File: src/common/issue_macros.svh
// Issue stage widths shared by the decode, issue and scoreboard blocks
`ifndef ISSUE_MACROS_SVH
`define ISSUE_MACROS_SVH

// Data and PC width
`define XLEN 32

// Architectural integer registers
`define NUM_REGS 32

// Register address width, log2 of NUM_REGS
`define REG_ADDR_W 5

// Instruction tag carried from fetch to the units
`define ID_WIDTH 3

`endif

File: src/common/issue_pkg.sv
// Issue package with opcode, unit, exception and privilege types for decode and issue
package issue_pkg;

    // RV32 major opcodes used by the stage
    typedef enum logic [6:0] {
        LUI    = 7'b0110111,
        AUIPC  = 7'b0010111,
        JAL    = 7'b1101111,
        JALR   = 7'b1100111,
        BRANCH = 7'b1100011,
        LOAD   = 7'b0000011,
        STORE  = 7'b0100011,
        OP_IMM = 7'b0010011,
        OP     = 7'b0110011,
        SYSTEM = 7'b1110011
    } opcode_t;

    // Bit positions in the unit one-hot vectors
    typedef enum logic [1:0] {
        ALU_ID = 2'd0,
        MUL_ID = 2'd1,
        LS_ID  = 2'd2
    } unit_id_t;

    localparam int NUM_UNITS = 3;

    typedef enum logic [3:0] {
        FETCH_FAULT  = 4'd1,
        ILLEGAL_INST = 4'd2,
        BREAK        = 4'd3,
        ECALL_U      = 4'd8,
        ECALL_S      = 4'd9,
        ECALL_M      = 4'd11
    } exc_code_t;

    typedef enum logic [1:0] {
        USER       = 2'd0,
        SUPERVISOR = 2'd1,
        MACHINE    = 2'd3
    } priv_t;

    // Register view of an instruction word
    typedef struct packed {
        logic [6:0] funct7;
        logic [4:0] rs2;
        logic [4:0] rs1;
        logic [2:0] funct3;
        logic [4:0] rd;
        opcode_t    opcode;
    } r_fields_t;

    // Upper immediate view, used by the constant ALU
    typedef struct packed {
        logic [19:0] imm;
        logic [4:0]  rd;
        opcode_t     opcode;
    } u_fields_t;

    typedef union packed {
        r_fields_t r;
        u_fields_t u;
    } instr_word_u;

endpackage

File: src/decode_issue/unit_decoder.sv
// Unit decoder mapping an RV32IM word to its execution unit and register use
`timescale 1ns/1ns

module unit_decoder (
    input  issue_pkg::instr_word_u           instruction,
    output logic [issue_pkg::NUM_UNITS-1:0] unit_needed,
    output logic                             uses_rs1,
    output logic                             uses_rs2,
    output logic                             uses_rd,
    output logic                             is_ecall,
    output logic                             is_ebreak
);
    import issue_pkg::*;

    r_fields_t fields;
    logic      sys_fields_zero;

    assign fields = instruction.r;

    // ECALL and EBREAK differ only in rs2
    assign sys_fields_zero = (fields.funct7 == 7'd0) && (fields.rs1 == 5'd0) &&
                             (fields.funct3 == 3'd0) && (fields.rd == 5'd0);
    assign is_ecall  = (fields.opcode == SYSTEM) && sys_fields_zero && (fields.rs2 == 5'd0);
    assign is_ebreak = (fields.opcode == SYSTEM) && sys_fields_zero && (fields.rs2 == 5'd1);

    always_comb begin
        unit_needed = '0;
        uses_rs1 = 1'b0;
        uses_rs2 = 1'b0;
        uses_rd = 1'b0;
        case (fields.opcode)
            // U and J formats write rd only
            LUI, AUIPC, JAL: begin
                unit_needed[ALU_ID] = 1'b1;
                uses_rd = 1'b1;
            end
            JALR, OP_IMM: begin
                unit_needed[ALU_ID] = 1'b1;
                uses_rs1 = 1'b1;
                uses_rd = 1'b1;
            end
            BRANCH: begin
                unit_needed[ALU_ID] = 1'b1;
                uses_rs1 = 1'b1;
                uses_rs2 = 1'b1;
            end
            OP: begin
                // funct7 of 1 selects the M extension
                if (fields.funct7 == 7'd1) begin
                    unit_needed[MUL_ID] = 1'b1;
                end else begin
                    unit_needed[ALU_ID] = 1'b1;
                end
                uses_rs1 = 1'b1;
                uses_rs2 = 1'b1;
                uses_rd = 1'b1;
            end
            LOAD: begin
                unit_needed[LS_ID] = 1'b1;
                uses_rs1 = 1'b1;
                uses_rd = 1'b1;
            end
            STORE: begin
                unit_needed[LS_ID] = 1'b1;
                uses_rs1 = 1'b1;
                uses_rs2 = 1'b1;
            end
            // SYSTEM and unknown opcodes need no unit
            default: begin
                unit_needed = '0;
            end
        endcase
    end

endmodule

File: src/decode_issue/decode_and_issue.sv
// Decode and issue stage with issue register, unit select, constant ALU and early exceptions
`timescale 1ns/1ns
`include "issue_macros.svh"

module decode_and_issue (
    input  logic                             clk,
    input  logic                             rst,
    input  logic                             decode_valid,
    input  logic [`XLEN-1:0]                 decode_pc,
    input  issue_pkg::instr_word_u           decode_instruction,
    input  logic [`ID_WIDTH-1:0]             decode_id,
    input  logic                             decode_fetch_ok,
    input  logic [issue_pkg::NUM_UNITS-1:0] unit_needed,
    input  logic                             uses_rs1,
    input  logic                             uses_rs2,
    input  logic                             uses_rd,
    input  logic                             is_ecall,
    input  logic                             is_ebreak,
    input  logic                             rs1_busy,
    input  logic                             rs2_busy,
    input  logic [issue_pkg::NUM_UNITS-1:0] unit_ready,
    input  logic                             flush,
    input  logic                             issue_hold,
    input  issue_pkg::priv_t                 priv,
    output logic                             decode_advance,
    output logic [`REG_ADDR_W-1:0]           issue_rs1,
    output logic [`REG_ADDR_W-1:0]           issue_rs2,
    output logic                             sb_set_en,
    output logic [`REG_ADDR_W-1:0]           sb_set_rd,
    output logic [issue_pkg::NUM_UNITS-1:0] unit_request,
    output logic [`ID_WIDTH-1:0]             issue_id,
    output logic [`REG_ADDR_W-1:0]           issue_rd,
    output logic [`XLEN-1:0]                 constant_alu,
    output logic                             exception_valid,
    output issue_pkg::exc_code_t             exception_code,
    output logic [`XLEN-1:0]                 exception_tval,
    output logic [`XLEN-1:0]                 exception_pc
);
    import issue_pkg::*;

    logic                 issue_stage_ready;
    logic                 stage_valid;
    logic [`XLEN-1:0]     issue_pc;
    logic [NUM_UNITS-1:0] issue_unit;
    logic                 issue_uses_rs1;
    logic                 issue_uses_rs2;
    logic                 issue_uses_rd;
    logic                 operands_ready;
    logic [NUM_UNITS-1:0] issue_to;
    logic                 exception_pending;
    logic                 exception_raised;
    logic                 new_exception;
    logic                 illegal_pattern;
    exc_code_t            ecall_code;
    exc_code_t            decode_code;
    logic [`XLEN-1:0]     decode_tval;
    logic [`XLEN-1:0]     upper_imm;

    // Stage accepts when empty or when its occupant leaves this cycle
    assign issue_stage_ready = ~stage_valid | (|unit_request);
    assign decode_advance = decode_valid & issue_stage_ready;

    ////////////////////
    // Issue register
    always_ff @(posedge clk) begin
        if (rst || flush) begin
            stage_valid <= 1'b0;
        end else if (issue_stage_ready) begin
            stage_valid <= decode_valid;
        end
    end

    always_ff @(posedge clk) begin
        if (issue_stage_ready) begin
            issue_pc <= decode_pc;
            issue_id <= decode_id;
            issue_rs1 <= decode_instruction.r.rs1;
            issue_rs2 <= decode_instruction.r.rs2;
            issue_rd <= decode_instruction.r.rd;
            issue_unit <= unit_needed;
            issue_uses_rs1 <= uses_rs1;
            issue_uses_rs2 <= uses_rs2;
            issue_uses_rd <= uses_rd;
        end
    end

    ////////////////////
    // Issue decision
    assign operands_ready = ~(issue_uses_rs1 & rs1_busy) & ~(issue_uses_rs2 & rs2_busy);

    assign issue_to = {NUM_UNITS{stage_valid & operands_ready & ~issue_hold & ~exception_pending}}
                      & issue_unit & unit_ready;
    assign unit_request = issue_to & {NUM_UNITS{~flush}};

    // Only multicycle units hold a destination busy
    assign sb_set_en = (|unit_request) & issue_uses_rd & (issue_rd != '0) & ~issue_unit[ALU_ID];
    assign sb_set_rd = issue_rd;

    ////////////////////
    // Constant ALU, LUI and AUIPC results or the link value PC+4
    assign upper_imm = {decode_instruction.u.imm, 12'b0};

    always_ff @(posedge clk) begin
        if (issue_stage_ready) begin
            if (decode_instruction.u.opcode == LUI) begin
                constant_alu <= upper_imm;
            end else if (decode_instruction.u.opcode == AUIPC) begin
                constant_alu <= decode_pc + upper_imm;
            end else begin
                constant_alu <= decode_pc + `XLEN'd4;
            end
        end
    end

    ////////////////////
    // Pre-issue exceptions
    always_comb begin
        case (priv)
            USER:       ecall_code = ECALL_U;
            SUPERVISOR: ecall_code = ECALL_S;
            default:    ecall_code = ECALL_M;
        endcase
    end

    // Zero unit also covers ECALL and EBREAK, sorted out below
    assign illegal_pattern = ~|unit_needed;

    always_comb begin
        if (is_ecall) begin
            decode_code = ecall_code;
            decode_tval = '0;
        end else if (is_ebreak) begin
            decode_code = BREAK;
            decode_tval = '0;
        end else if (illegal_pattern) begin
            decode_code = ILLEGAL_INST;
            decode_tval = decode_instruction;
        end else begin
            // Only meaningful when fetch reported an error
            decode_code = FETCH_FAULT;
            decode_tval = decode_pc;
        end
    end

    always_ff @(posedge clk) begin
        if (issue_stage_ready) begin
            exception_code <= decode_code;
            exception_tval <= decode_tval;
        end
    end

    always_ff @(posedge clk) begin
        if (rst) begin
            exception_pending <= 1'b0;
        end else if (issue_stage_ready) begin
            exception_pending <= illegal_pattern | ~decode_fetch_ok;
        end
    end

    // One report per faulting instruction, held until a flush replaces it
    assign new_exception = stage_valid & exception_pending & ~exception_raised &
                           ~issue_hold & ~flush;

    always_ff @(posedge clk) begin
        if (rst || flush || issue_stage_ready) begin
            exception_raised <= 1'b0;
        end else if (new_exception) begin
            exception_raised <= 1'b1;
        end
    end

    always_ff @(posedge clk) begin
        if (rst) begin
            exception_valid <= 1'b0;
        end else begin
            exception_valid <= new_exception;
        end
    end

    assign exception_pc = issue_pc;

    ////////////////////
    // Assertions
    unit_request_onehot: assert property (@(posedge clk) disable iff (rst)
        $onehot0(unit_request))
        else $error("unit_request has more than one unit");

    // The faulting instruction must never reach a unit
    no_issue_on_exception: assert property (@(posedge clk) disable iff (rst)
        exception_valid |-> ~|unit_request)
        else $error("unit_request together with exception_valid");

endmodule

File: src/logic/reg_scoreboard.sv
// Register scoreboard holding a busy bit per architectural register for issue
`timescale 1ns/1ns
`include "issue_macros.svh"

module reg_scoreboard (
    input  logic                   clk,
    input  logic                   rst,
    input  logic [`REG_ADDR_W-1:0] rs1,
    input  logic [`REG_ADDR_W-1:0] rs2,
    input  logic                   set_en,
    input  logic [`REG_ADDR_W-1:0] set_rd,
    input  logic                   wb_valid,
    input  logic [`REG_ADDR_W-1:0] wb_rd,
    output logic                   rs1_busy,
    output logic                   rs2_busy
);

    logic [`NUM_REGS-1:0] busy;

    ////////////////////
    // Busy bits
    always_ff @(posedge clk) begin
        if (rst) begin
            busy <= '0;
        end else begin
            if (wb_valid) begin
                busy[wb_rd] <= 1'b0;
            end
            // Later assignment lets a new issue win over a writeback
            if (set_en) begin
                busy[set_rd] <= 1'b1;
            end
            // x0 is hardwired
            busy[0] <= 1'b0;
        end
    end

    // No bypass, a writeback is seen the cycle after
    assign rs1_busy = busy[rs1];
    assign rs2_busy = busy[rs2];

    ////////////////////
    // Assertions
    // Writebacks only come back for work issued earlier to a multicycle unit
    wb_targets_busy: assert property (@(posedge clk) disable iff (rst)
        wb_valid |-> busy[wb_rd])
        else $error("writeback to register %0d which is not busy", wb_rd);

endmodule

File: src/logic/issue_subsystem_top.sv
// Issue subsystem top joining unit decoder, issue stage and register scoreboard
`timescale 1ns/1ns
`include "issue_macros.svh"

module issue_subsystem_top (
    input  logic                             clk,
    input  logic                             rst,
    input  logic                             decode_valid,
    input  logic [`XLEN-1:0]                 decode_pc,
    input  issue_pkg::instr_word_u           decode_instruction,
    input  logic [`ID_WIDTH-1:0]             decode_id,
    input  logic                             decode_fetch_ok,
    output logic                             decode_advance,
    input  logic [issue_pkg::NUM_UNITS-1:0] unit_ready,
    output logic [issue_pkg::NUM_UNITS-1:0] unit_request,
    output logic [`ID_WIDTH-1:0]             issue_id,
    output logic [`REG_ADDR_W-1:0]           issue_rs1,
    output logic [`REG_ADDR_W-1:0]           issue_rs2,
    output logic [`REG_ADDR_W-1:0]           issue_rd,
    output logic [`XLEN-1:0]                 constant_alu,
    input  logic                             wb_valid,
    input  logic [`REG_ADDR_W-1:0]           wb_rd,
    input  logic                             flush,
    input  logic                             issue_hold,
    input  issue_pkg::priv_t                 priv,
    output logic                             exception_valid,
    output issue_pkg::exc_code_t             exception_code,
    output logic [`XLEN-1:0]                 exception_tval,
    output logic [`XLEN-1:0]                 exception_pc
);
    import issue_pkg::*;

    logic [NUM_UNITS-1:0]   unit_needed;
    logic                   uses_rs1;
    logic                   uses_rs2;
    logic                   uses_rd;
    logic                   is_ecall;
    logic                   is_ebreak;
    logic                   rs1_busy;
    logic                   rs2_busy;
    logic                   sb_set_en;
    logic [`REG_ADDR_W-1:0] sb_set_rd;

    unit_decoder unit_decoder_inst (
        .instruction (decode_instruction),
        .unit_needed (unit_needed),
        .uses_rs1    (uses_rs1),
        .uses_rs2    (uses_rs2),
        .uses_rd     (uses_rd),
        .is_ecall    (is_ecall),
        .is_ebreak   (is_ebreak)
    );

    decode_and_issue decode_and_issue_inst (.*);

    reg_scoreboard reg_scoreboard_inst (
        .clk      (clk),
        .rst      (rst),
        .rs1      (issue_rs1),
        .rs2      (issue_rs2),
        .set_en   (sb_set_en),
        .set_rd   (sb_set_rd),
        .wb_valid (wb_valid),
        .wb_rd    (wb_rd),
        .rs1_busy (rs1_busy),
        .rs2_busy (rs2_busy)
    );

endmodule

File: config.mk
export PLATFORM = sky130hd
export DESIGN_NAME = issue_subsystem_top
export DESIGN_NICKNAME = d
export VERILOG_FILES = /design/src/common/issue_pkg.sv /design/src/decode_issue/unit_decoder.sv /design/src/decode_issue/decode_and_issue.sv /design/src/logic/reg_scoreboard.sv /design/src/logic/issue_subsystem_top.sv
export VERILOG_INCLUDE_DIRS = /design/src /design/src/common
export SDC_FILE = /design/constraint.sdc
export NUM_CORES = 1
export LEC_CHECK = 0
export BUFFER_PORTS_ARGS = -buffer_cell sky130_fd_sc_hd__buf_2
export CORE_MARGIN = 4
export CORE_UTILIZATION = 49
export CTS_CLUSTER_SIZE = 10
export DETAILED_ROUTE_END_ITERATION = 10
export PLACE_DENSITY_LB_ADDON = 0.12
export SYNTH_ARGS = -nofsm -noshare
export SYNTH_HDL_FRONTEND = slang
export SYNTH_SLANG_ARGS = --single-unit
export TNS_END_PERCENT = 10
File: constraint.sdc
create_clock -name clk -period 15.4 [get_ports clk]
set_input_delay 3.08 -clock clk [delete_from_list [all_inputs] [get_ports clk]]
set_output_delay 3.08 -clock clk [all_outputs]
set_load 0.02 [all_outputs]
## Word level (Yosys, flattened, before mapping)

Index checks and enable logic that the tools add are counted.

| operators by class | value |
|---|---|
| equal/unequal tests | 13 |
| muxes and demuxes | 26 |
| $lt $le $gt $ge | 6 |
| add/sub/neg operators | 2 |
| bitwise gates (word level) | 31 |
| reductions and logical operators | 26 |

Operator list:

| kind | number |
|---|---|
| 32-bit two-way mux | 6 |
| 32-bit by 3-bit adder with 32-bit output, second input constant | 1 |
| 32-bit adder | 1 |
| 32-bit bitwise AND | 1 |
| 32-bit NOT | 1 |
| 32-bit OR | 1 |
| 7-bit == test, second input constant | 4 |
| 5-bit by 6-bit less-than comparator with 1-bit output, second input constant | 4 |
| 7-bit by 6-bit == test with 1-bit output, second input constant | 3 |
| 5-bit zero test | 3 |
| 1-bit bitwise AND | 14 |
| 7-bit by 5-bit == test with 1-bit output, second input constant | 2 |
| 6-bit OR reduction | 2 |
| 1-bit two-way mux | 11 |
| 1-bit binary-select mux with 5-bit select | 2 |
| 1-bit demux with 5-bit select | 2 |
| 5-bit by 1-bit greater-or-equal comparator with 1-bit output, second input constant | 2 |
| 3-bit bitwise AND | 3 |
| 1-bit NOT | 9 |
| 3-bit OR reduction | 3 |
| 1-bit logical AND | 8 |
| 4-bit two-way mux | 2 |
| 7-bit by 1-bit == test with 1-bit output, second input constant | 1 |
| 7-bit by 2-bit == test with 1-bit output, second input constant | 1 |
| 14 further kinds | 17 |

| storage, ports and cells | value |
|---|---|
| bits in registers | 160 |
| input port bits | 84 |

## Depth between registers and ports, before layout

Gate-level depths: netlist of run 1.

| depth | value |
|---|---|
| depth in word-level cells | 16 |
| depth in mapped cells | 11 |

## Hierarchy

Synthesis of run 1 repeated with hierarchy kept, for this count alone.

| second synthesis, totals | value |
|---|---|
| cells, all modules | 786 |
| area total of the unflattened synthesis | 8474.4 um^2 |

Modules (own cells, without submodules):

| module | instances | area an instance (um^2) | cells each | sequential area each (um^2) |
|---|---|---|---|---|
| decode_and_issue | 1 | 6383.6 | 521 | 3773.6 |
| reg_scoreboard | 1 | 1828.0 | 229 | 620.6 |
| unit_decoder | 1 | 262.8 | 36 | 0.0 |

## Least setup slack after synthesis of run 1

Ideal clock, no wire load.

| path | value |
|---|---|
| kind | input-to-output |
| start | in unit_ready[1] (netlist bit) |
| end | out decode_advance |
| arrival time | 13.449 ns |
| slack | -1.129 ns |
| cell stages on the path | 6 |
| cell sequence | nand2_1 > and3_1 > nor2_1 > nand2_1 > o31ai_1 > and2_1 |

| between the ends | value |
|---|---|
| word-level cells in the longest chain between the ends | 5 |

Ends and longest elaborated chain:

| item | line | text |
|---|---|---|
| from (decl) | issue_subsystem_top.sv:14 | `input logic [issue_pkg::NUM_UNITS-1:0] unit_ready,` |
| 3-bit bitwise AND | decode_and_issue.sv:92 | `& issue_unit & unit_ready;` |
| 3-bit bitwise AND | decode_and_issue.sv:93 | `assign unit_request = issue_to & {NUM_UNITS{~flush}};` |
| 3-bit OR reduction | decode_and_issue.sv:60 | `assign issue_stage_ready = ~stage_valid \| (\|unit_request);` |
| 1-bit OR | decode_and_issue.sv:60 |  |
| net decode_and_issue_inst.issue_stage_ready | decode_and_issue.sv:41 | `logic issue_stage_ready;` |
| 1-bit bitwise AND | decode_and_issue.sv:61 | `assign decode_advance = decode_valid & issue_stage_ready;` |
| to (decl) | issue_subsystem_top.sv:13 | `output logic decode_advance,` |

The timed path passes the listed nets, and every way through them passes these cells.

## Worst setup path in the final report of run 1

Ends and elaborated chain as after synthesis.

==> results of run 1 <==
## path summary, 6_finish.rpt
path | startpoint | end | depth (start not counted)
max | unit_ready[1] | decode_advance | 9
min | decode_and_issue_inst.exception_raised | decode_and_issue_inst.exception_valid | 1
max reg2reg | decode_and_issue_inst.issue_rs2[0] | decode_and_issue_inst.constant_alu[23] | 8
min reg2reg | decode_and_issue_inst.exception_raised | decode_and_issue_inst.exception_valid | 1
## stage by stage
| stage | std cells | util, % | hold WS (ns) | area, µm² |
|---|---|---|---|---|
| final | 1187 | 61.1 | 0.427 | 10200 |
| after global routing | 1187 | 61.1 | 0.469 | 10200 |
| after CTS | 1187 | 61.1 | 0.438 | 10200 |
| after detailed placement | 1155 | 57.6 | 0.429 | 9660 |
| after global placement | 1155 | 57.6 | 0.421 | 9660 |
| after floorplan | 753 | - | 0.393 | 8460 |
## power groups by stage
stage / registers [µW] / logic (µW) / clock network, µW
final: 503 / 162 / 410
after global routing: 506 / 176 / 435
after CTS: 503 / 163 / 418
after detailed placement: 512 / 162 / 0
after global placement: 512 / 161 / 0
after floorplan: 541 / 70.5 / 0
## routing by layer
layer | GRT usage (%) | up-vias
met5 | 0 | -
met4 | 5.51 | 0
met3 | 6.00 | 23
met2 | 39.4 | 202
met1 | 32.1 | 3229
li1 | - | 3227
## cell usage after synthesis (all sizes together) (18+ instances only)
library cell	n
dfxtp	35
nand3b	24
xor2	18
a21oi	28
nor2b	20
o21ai	90
nand3	21
mux2	24
clkbuf	20
edfxtp	123
nor2	47
ha	20
nand2	81
## cells by family (layout without fill, tap and decap cells)
family	Yosys count	count (layout)
AOI/OAI and AO/OA	172	172
adders and majority gates	21	21
other	1	1
buffers and inverters	42	256
DFF	158	158
muxes	55	55
and+or+nand+nor	270	270
xor gates and xnor gates	34	34
## final cells by class
class                      instances  area, µm²  share of cell area, %
sequential                       158       4390                   42.9
multi-input combinational        553       3870                   37.8
timing repair buffer             211       1070                   10.5
clock buffer                      20        467                   4.56
tap                              220        275                   2.69
clock inverter                    12        111                   1.09
inverter                          13       48.8                  0.477
## registers in the layout, summed over array words and instances, names as in the netlist, 3 cells and up
name	flops
decode_and_issue_inst.issue_unit	3
reg_scoreboard_inst.busy	31
decode_and_issue_inst.constant_alu	32
decode_and_issue_inst.issue_rs1	5
decode_and_issue_inst.issue_rd	5
decode_and_issue_inst.exception_pc	32
decode_and_issue_inst.exception_tval	32
decode_and_issue_inst.issue_id	3
decode_and_issue_inst.exception_code	3
decode_and_issue_inst.issue_rs2	5
## critical path: stages
cell and delay (ns):
sky130_fd_sc_hd__buf_2 0.08, sky130_fd_sc_hd__nand2_1 0.06, sky130_fd_sc_hd__and3_1 0.20, sky130_fd_sc_hd__nor2_1 0.10
sky130_fd_sc_hd__nand2_1 0.12, sky130_fd_sc_hd__o31ai_4 0.18, sky130_fd_sc_hd__buf_4 0.79, sky130_fd_sc_hd__and2_1 0.22
sky130_fd_sc_hd__buf_2 0.16
==> run metrics, run 1 <==
CP max FO=79; total gr overflow=0; RSZ-0062 raised after global routing=no; average wire length per cell after detail routing=19.6 µm; worst reg-to-reg setup slack=11.21 ns; total setup violations reported at the end of the flow=0; uppermost layer routed=met4; global-route wire length before repair=36,800 µm; PostCTS Resize Cnt=0; crit start category=input port; type of the setup path with the least slack=input port to primary output; setup TNS=0 ns; post-CTS setup-driven buffer insertion count=0; number of global-route vias before repair=6,617; Compound-Gate Fraction of Synth Area=12.0%; Placement Rows=47; clock network power share=38.1%; die area=0.0194 mm²; cts bufs inserted=17; sequential cell area fraction in the yosys report=52.0%; Async SR Flop Fraction=0%; hold buffer count at CTS=0; y dimension of the die=139 µm; internal power of the cells=784 µW; Total Power Consumption=1070 µW; Top-Level Pins=207; clock insertion delay at the later pin of the skew report=0.43 ns; DRT antenna net count=0; Min-Delay Path Class=register to register; Netlist cell types=66; global-route usage over all layers=23.9%; share of synthesized cell area in full adder, half adder and majority cells=3.20%; core area=0.0168 mm²; number of flops mapped to enable cells by yosys=123; Yosys top cell area share=43.7%; proportion of layout cells with a drive suffix above 1=30.6%; final number of hold-violating endpoints=0; antenna cell count=0; data required time of the critical path=12.32 ns; basic-gate share of the synthesized area counting and, or, nand and nor cells=16.7%; worst slack, placed=7.31 ns; MaxCap Viol Count=0; Net count, final=1,059; part of the cycle the worst path needs=52.5%; main combinational cell family by area after synthesis=simple AND/OR/NAND/NOR gates; H-tree lvl count=4; input/output buffers=205; Area growth syn-to-layout=21.0%; Post-Syn Nets=858; library cell with the largest summed area after synthesis=sky130_fd_sc_hd__edfxtp_1; Net Sw Power=291 µW; DP Wirelength=16,500 µm; result of the run=finished, final reports clean; Post-Synthesis Mean Instance Area=11.2 µm²; gate count after technology mapping=753; via count=6,681; total met2 wirelength after detailed routing=11,400 µm; transition time at the pin with the least slew margin=1.02 ns; min Tclk post-route=8.08 ns; root buffer selected by CTS=sky130_fd_sc_hd__clkbuf_16; Die X=139 µm; share of cell area taken by muxes after synthesis=10.1%; wire length on met1=10,200 µm; P per Cell Area=105 mW/mm²; Ys Warns=0; weighted congestion reported at the end of routability-driven placement=0.845; worst vdd ir=0.0000962 V; antenna violations before repair=0; worst slew margin relative to its limit=32.3%; register clock-pin slew on the reported worst setup and hold paths=0.06 ns; Pins Over Slew Limit=0; CP arrival=5.00 ns; DR pass1 iterations=5; commonest cells after routing, fill and taps aside=205 x sky130_fd_sc_hd__buf_2, 123 x sky130_fd_sc_hd__edfxtp_1, 88 x sky130_fd_sc_hd__o21ai_0, 81 x sky130_fd_sc_hd__nand2_1, 47 x sky130_fd_sc_hd__nor2_1; drt initial violations=438; Initial Utilization=50.5%; average via count per standard cell=5.63; Filler Cell Count=1,405; CP endpoint kind=primary output; Routed met3 length=1340 µm; maximum number of pins on one net before global-route repair=80; Synth area leaders=sky130_fd_sc_hd__edfxtp_1 44%, sky130_fd_sc_hd__dfxtp_1 8.3%, sky130_fd_sc_hd__o21ai_0 5.2%; leakage power of the design=0.00409 µW; primary flip-flop cell chosen by synthesis mapping=sky130_fd_sc_hd__edfxtp_1; most frequent standard cell in the layout excluding fill and tap cells=sky130_fd_sc_hd__buf_2; maximum root-to-sink buffer count=2; Gate power share=15.1%; Worst Skew=0.0102 ns; cell area after synthesis=0.00846 mm²; post-synthesis share of cell area spent on xor and xnor gates=3.52%; maximum operating frequency=124 MHz; Seq pwr share=46.8%; worst-case setup margin in the final layout=7.32 ns; FF+latch count, synth=158; DRC violation count after routing=0; # clock sinks=158; switching part of the total=27.1%; total wire length=23,200 µm; TritonCTS clock tree=done
No activity file was read; power rests on OpenSTA's default activity.
==> run 2: changes to the inputs <==
==> constraint.sdc (replaced) <==
create_clock -name clk -period 7.05 [get_ports clk]
set_input_delay 1.41 -clock clk [delete_from_list [all_inputs] [get_ports clk]]
set_output_delay 1.41 -clock clk [all_outputs]
set_load 0.02 [all_outputs]
==> run 2 against run 1 <==
Against the previous run: count of clock-buffer cells in the layout grew 2; final area grew 0.15%; critical path depth shrank 1; die area is the same; largest power group unchanged; non-clock buffer count grew 1.
==> run metrics, run 2 (same netlist as run 1, synthesis figures left out) <==
internal power of the cells=1730 µW (was 784 µW); startpoint of the worst hold path=decode_and_issue_inst.exception_raised (unchanged); DR pass1 iterations=5 (unchanged); final number of hold-violating endpoints=0 (unchanged); Area growth syn-to-layout=21.2% (was 21.0%); average via count per standard cell=5.71 (was 5.63); core area=0.0168 mm² (unchanged); final hold slack=0.426 ns (was 0.427 ns); most frequent standard cell in the layout excluding fill and tap cells=sky130_fd_sc_hd__buf_2 (unchanged); CP arrival=3.06 ns (was 5.00 ns); TritonCTS clock tree=done (unchanged); antenna violations before repair=0 (unchanged); MaxCap Viol Count=0 (unchanged); DP Wirelength=16,800 µm (was 16,500 µm); DRT antenna net count=0 (unchanged); hold buffer count at CTS=0 (unchanged); Top-Level Pins=207 (unchanged); y dimension of the die=139 µm (unchanged); transition time at the pin with the least slew margin=0.987 ns (was 1.02 ns); R2R Path Start=decode_and_issue_inst.issue_rs2[0] (unchanged); antenna cell count=0 (unchanged); register clock-pin slew on the reported worst setup and hold paths=0.06 ns (about the same); worst vdd ir=0.000166 V (was 0.0000962 V); result of the run=finished, final reports clean (unchanged); data required time of the critical path=5.64 ns (was 12.32 ns); commonest cells after routing, fill and taps aside=205 x sky130_fd_sc_hd__buf_2, 123 x sky130_fd_sc_hd__edfxtp_1, 88 x sky130_fd_sc_hd__o21ai_0, 81 x sky130_fd_sc_hd__nand2_1, 47 x sky130_fd_sc_hd__nor2_1 (unchanged); Die X=139 µm (unchanged); Min-Delay Path Class=register to register (unchanged); total met2 wirelength after detailed routing=11,200 µm (was 11,400 µm); leakage power of the design=0.00410 µW (was 0.00409 µW); # clock sinks=158 (unchanged); maximum root-to-sink buffer count=2 (unchanged); Worst Skew=0.0122 ns (was 0.0102 ns); DRC violation count after routing=0 (unchanged); PostCTS Resize Cnt=0 (unchanged); average wire length per cell after detail routing=19.9 µm (was 19.6 µm); total gr overflow=0 (unchanged); wire length on met1=10,300 µm (was 10,200 µm); via count=6,787 (was 6,681); total wire length=23,600 µm (was 23,200 µm); part of the cycle the worst path needs=63.4%; maximum number of pins on one net before global-route repair=77 (was 80); global-route usage over all layers=24.2% (was 23.9%); clock insertion delay at the later pin of the skew report=0.43 ns (about the same); type of the setup path with the least slack=register to primary output (was input port to primary output); Filler Cell Count=1,424 (was 1,405); drt initial violations=422 (was 438); worst slew margin relative to its limit=34.2% (was 32.3%); Gate power share=15.0% (was 15.1%); setup TNS=0 ns (unchanged); uppermost layer routed=met4 (unchanged); Seq pwr share=46.5% (was 46.8%); Net count, final=1,060 (was 1,059); Net Sw Power=640 µW (was 291 µW); cts bufs inserted=17 (unchanged); proportion of layout cells with a drive suffix above 1=30.6% (about the same); number of global-route vias before repair=6,714 (was 6,617); post-CTS setup-driven buffer insertion count=0 (unchanged); die area=0.0194 mm² (unchanged); P per Cell Area=231 mW/mm² (was 105 mW/mm²); H-tree lvl count=4 (unchanged); CP endpoint kind=primary output (unchanged); Routed met3 length=1570 µm (was 1340 µm); global-route wire length before repair=37,100 µm (was 36,800 µm); Initial Utilization=50.5% (unchanged); start point of the critical path=decode_and_issue_inst.issue_rs2[0] (was unit_ready[1]); Pins Over Slew Limit=0 (unchanged); total setup violations reported at the end of the flow=0 (unchanged); maximum operating frequency=224 MHz; min Tclk post-route=4.47 ns; clock network power share=38.5% (was 38.1%); CP max FO=10 (was 79); crit start category=register (was input port); Placement Rows=47 (unchanged); switching part of the total=27.0% (was 27.1%); input/output buffers=205 (unchanged); weighted congestion reported at the end of routability-driven placement=0.894 (was 0.845); root buffer selected by CTS=sky130_fd_sc_hd__clkbuf_16 (unchanged); RSZ-0062 raised after global routing=no (unchanged)
## run 2: area by class of cell
type	instances	area, µm²	share of cell area (%)
clock buffers	22	484	4.72
clock inverters	10	101	0.989
inverters	13	48.8	0.476
multi-input cells	553	3870	37.7
flip-flops and latches	158	4390	42.9
well taps	220	275	2.69
repair buffers	212	1080	10.5
## run 2: path summary, 6_finish.rpt
| path | slack (ns) | endpoint | depth (start not counted) |
|---|---|---|---|
| worst max-delay path | 2.58 | decode_advance | 8 |
| worst min-delay path | 0.43 | decode_and_issue_inst.exception_valid | 1 |
| worst max register to register | 2.83 | decode_and_issue_inst.constant_alu[13] | 8 |
| worst min register to register | 0.43 | decode_and_issue_inst.exception_valid | 1 |
## run 2: metal layers
metal,vias up,GRT usage (%)
li1,3222,-
met1,3265,32.4
met2,255,39.1
met3,45,5.80
met4,0,7.72
met5,-,0
## run 2: critical path: stages, from the launching register on
cell and delay [ns]:
sky130_fd_sc_hd__edfxtp_1 0.73, sky130_fd_sc_hd__mux4_2 0.59, sky130_fd_sc_hd__mux2i_1 0.23, sky130_fd_sc_hd__mux4_2 0.29
sky130_fd_sc_hd__o22a_1 0.17, sky130_fd_sc_hd__nand2_1 0.13, sky130_fd_sc_hd__o31ai_4 0.20, sky130_fd_sc_hd__and2_1 0.14
sky130_fd_sc_hd__buf_2 0.15
## run 2: metrics by stage
| stage | power (µW) | setup slack [ns] | instance area (µm²) | cells | utilization (%) |
|---|---|---|---|---|---|
| 3_5_place_dp | 1470 | 2.43 | 9660 | 1156 | 57.7 |
| 3_3_place_gp | 1470 | 2.52 | 9660 | 1156 | 57.7 |
| 5_1_grt | 2460 | 2.42 | 10200 | 1188 | 61.1 |
| 2_1_floorplan | 1330 | 0.237 | 8470 | 753 | - |
| 4_1_cts | 2380 | 2.53 | 10200 | 1188 | 61.1 |
| 6_report | 2370 | 2.58 | 10200 | 1188 | 61.1 |
## run 2: power by group through the flow
| stage | logic (µW) | clock network [µW] | registers [µW] |
|---|---|---|---|
| floorplan | 154 | 0 | 1180 |
| global placement | 353 | 0 | 1120 |
| detailed placement | 355 | 0 | 1120 |
| CTS | 357 | 925 | 1100 |
| global route | 384 | 966 | 1110 |
| finish | 355 | 910 | 1100 |
==> run 3: changes to the inputs <==
--- a/config.mk
+++ b/config.mk
@@ -8,7 +8,7 @@
 export LEC_CHECK = 0
 export BUFFER_PORTS_ARGS = -buffer_cell sky130_fd_sc_hd__buf_2
 export CORE_MARGIN = 4
-export CORE_UTILIZATION = 49
+export CORE_UTILIZATION = 54
 export CTS_CLUSTER_SIZE = 10
 export DETAILED_ROUTE_END_ITERATION = 10
 export PLACE_DENSITY_LB_ADDON = 0.12
==> constraint.sdc (replaced) <==
create_clock -name clk -period 4.4 [get_ports clk]
set_input_delay 0.88 -clock clk [delete_from_list [all_inputs] [get_ports clk]]
set_output_delay 0.88 -clock clk [all_outputs]
set_load 0.02 [all_outputs]
==> run 3 against run 2 <==
Against the previous run: register-to-register slack worse by 1.9 ns; power up 62%; die area is 8.7% lower; core utilization grew 6.1 points; non-clock buffer count stayed put; global-route usage up 1.9 points; sequential power up 60%; routed wire length down 1.4%; final area up 0.13%; cell count is 0.76% lower; clock power grew 65%; worst setup slack got worse by 2.2 ns; highest routed layer unchanged.
==> run metrics, run 3 (same netlist as run 1, synthesis figures left out) <==
maximum root-to-sink buffer count=2 (unchanged); hold buffer count at CTS=0 (unchanged); cell occurring most often along the worst timing path=sky130_fd_sc_hd__mux4_2 (unchanged); Min-Delay Path Class=register to register (unchanged); worst vdd ir=0.000347 V (was 0.000166 V); antenna cell count=0 (unchanged); start point of the critical path=decode_and_issue_inst.issue_rs2[0] (unchanged); cell at the slowest stage of the critical path=sky130_fd_sc_hd__edfxtp_1 (unchanged); global-route usage over all layers=26.1% (was 24.2%); DR pass1 iterations=7 (was 5); M3 GR Usage=6.12% (was 5.80%); Top-Level Pins=207 (unchanged); final number of hold-violating endpoints=0 (unchanged); MaxCap Viol Count=0 (unchanged); number of global-route vias before repair=6,649 (was 6,714); CP endpoint kind=primary output (unchanged); count of non-filler cells in the finished layout=1,179 (was 1,188); leakage power of the design=0.00411 µW (was 0.00410 µW); Finished Cell Area=0.0103 mm² (was 0.0102 mm²); register clock-pin slew on the reported worst setup and hold paths=0.06 ns (about the same); cell-by-cell trace of the critical path=mux4_2 > mux2i_1 > mux4_2 > o22a_1 > nand2_2 > o31ai_4 > and2_1 > buf_2 (was mux4_2 > mux2i_1 > mux4_2 > o22a_1 > nand2_1 > o31ai_4 > and2_1 > buf_2); P per Cell Area=374 mW/mm² (was 231 mW/mm²); RSZ-0062 raised after global routing=no (unchanged); post-CTS setup-driven buffer insertion count=0 (unchanged); input/output buffers=205 (unchanged); CP arrival=3.13 ns (was 3.06 ns); Net count, final=1,060 (unchanged); TritonCTS clock tree=done (unchanged); Die X=133 µm (was 139 µm); weighted congestion reported at the end of routability-driven placement=0.911 (was 0.894); Placement Rows=45 (was 47); PostCTS Resize Cnt=0 (unchanged); drt initial violations=526 (was 422); via count=6,911 (was 6,787); type of the setup path with the least slack=register to primary output (unchanged); Worst Skew=0.00628 ns (was 0.0122 ns); final design utilization=67.3% (was 61.1%); clock insertion delay at the later pin of the skew report=0.43 ns (about the same); global-route track usage on met1=34.8% (was 32.4%); R2R Path Start=decode_and_issue_inst.issue_rs2[0] (unchanged); commonest cells after routing, fill and taps aside=205 x sky130_fd_sc_hd__buf_2, 123 x sky130_fd_sc_hd__edfxtp_1, 88 x sky130_fd_sc_hd__o21ai_0, 80 x sky130_fd_sc_hd__nand2_1, 47 x sky130_fd_sc_hd__nor2_1 (was 205 x sky130_fd_sc_hd__buf_2, 123 x sky130_fd_sc_hd__edfxtp_1, 88 x sky130_fd_sc_hd__o21ai_0, 81 x sky130_fd_sc_hd__nand2_1, 47 x sky130_fd_sc_hd__nor2_1); transition time at the pin with the least slew margin=1.17 ns (was 0.987 ns); proportion of layout cells with a drive suffix above 1=30.6% (unchanged); Initial Utilization=55.4% (was 50.5%); root buffer selected by CTS=sky130_fd_sc_hd__clkbuf_16 (unchanged); most congested layer reported by global routing=met2 (unchanged); worst-case setup margin in the final layout=0.388 ns (was 2.58 ns); DRC violation count after routing=0 (unchanged); antenna violations before repair=0 (unchanged); data required time of the critical path=3.52 ns (was 5.64 ns); worst slew margin relative to its limit=22.2% (was 34.2%); die area=0.0177 mm² (was 0.0194 mm²); # clock sinks=158 (unchanged); average via count per standard cell=5.86 (was 5.71); maximum number of pins on one net before global-route repair=125 (was 77); cell area after placement=0.00967 mm² (was 0.00966 mm²); core area=0.0153 mm² (was 0.0168 mm²); setup TNS=0 ns (unchanged); average wire length per cell after detail routing=19.7 µm (was 19.9 µm); total wire length=23,300 µm (was 23,600 µm); cts bufs inserted=17 (unchanged); startpoint of the worst hold path=decode_and_issue_inst.exception_raised (unchanged); part of the cycle the worst path needs=91.2%; maximum operating frequency=249 MHz; instance count after placement with tap cells included=1,147 (was 1,156); total setup violations reported at the end of the flow=0 (unchanged); crit start category=register (unchanged); CP max FO=10 (unchanged); result of the run=finished, final reports clean (unchanged); most frequent standard cell in the layout excluding fill and tap cells=sky130_fd_sc_hd__buf_2 (unchanged); y dimension of the die=133 µm (was 139 µm); worst slack, placed=0.537 ns (was 2.43 ns); global-route wire length before repair=36,100 µm (was 37,100 µm); Pins Over Slew Limit=0 (unchanged); DP Wirelength=16,500 µm (was 16,800 µm); total gr overflow=0 (unchanged); H-tree lvl count=4 (unchanged); Crit path largest cell delay=0.72 ns (was 0.73 ns); DRT antenna net count=0 (unchanged); met2 usage=42.2% (was 39.1%); min Tclk post-route=4.01 ns; Area growth syn-to-layout=21.3% (was 21.2%)
[run 3: changes by cell type in the layout (fill, tap and decap cells not counted), sizes merged]
cell,change
inv,-2
clkbuf,-4
bufinv,+2
clkinv,+4
[run 3: through the flow]
step                      hold slack (ns)  total power (µW)
after floorplan                     0.393              2140
after global placement              0.414              2350
after detailed placement            0.411              2360
after CTS                           0.419              3850
after global routing                0.450              3970
final                               0.417              3840
[run 3: report_power, final]
part,total (µW),internal (µW),switching [µW]
Clock,1500,891,613
Sequential,1760,1710,49.6
Combinational,573,209,363
[run 3: cell type report]
class	count	area [µm²]
Fill cell	1217	5000
Sequential cell	158	4390
Multi-Input combinational cell	553	3870
Timing Repair Buffer	212	1090
Clock buffer	18	429
Tap cell	211	264
Clock inverter	14	166
Inverter	13	48.8
[run 3: final timing paths]
path / to / cells past startpoint / slack (ns)
hold reg to reg: decode_and_issue_inst.exception_valid / 1 / 0.42
hold / removal: decode_and_issue_inst.exception_valid / 1 / 0.42
setup / recovery: decode_advance / 8 / 0.39
setup reg to reg: decode_and_issue_inst.exception_pc[26] / 7 / 0.98
[run 3: per-layer routing]
| layer | part of all wire [%] | vias to the layer above |
|---|---|---|
| met2 | 49 | 311 |
| met1 | 42 | 3317 |
| met5 | 0 | - |
| met4 | 2.2 | 0 |
| li1 | - | 3244 |
| met3 | 7.4 | 39 |
[run 3: critical path: cells and delay by family (launching register included)]
family | cells | cell delay (ns)
AO/OA/AOI/OAI | 2 | 0.41
buffers and inverters | 1 | 0.15
flip-flops | 1 | 0.72
multiplexers | 3 | 1.15
AND/OR/NAND/NOR | 2 | 0.26
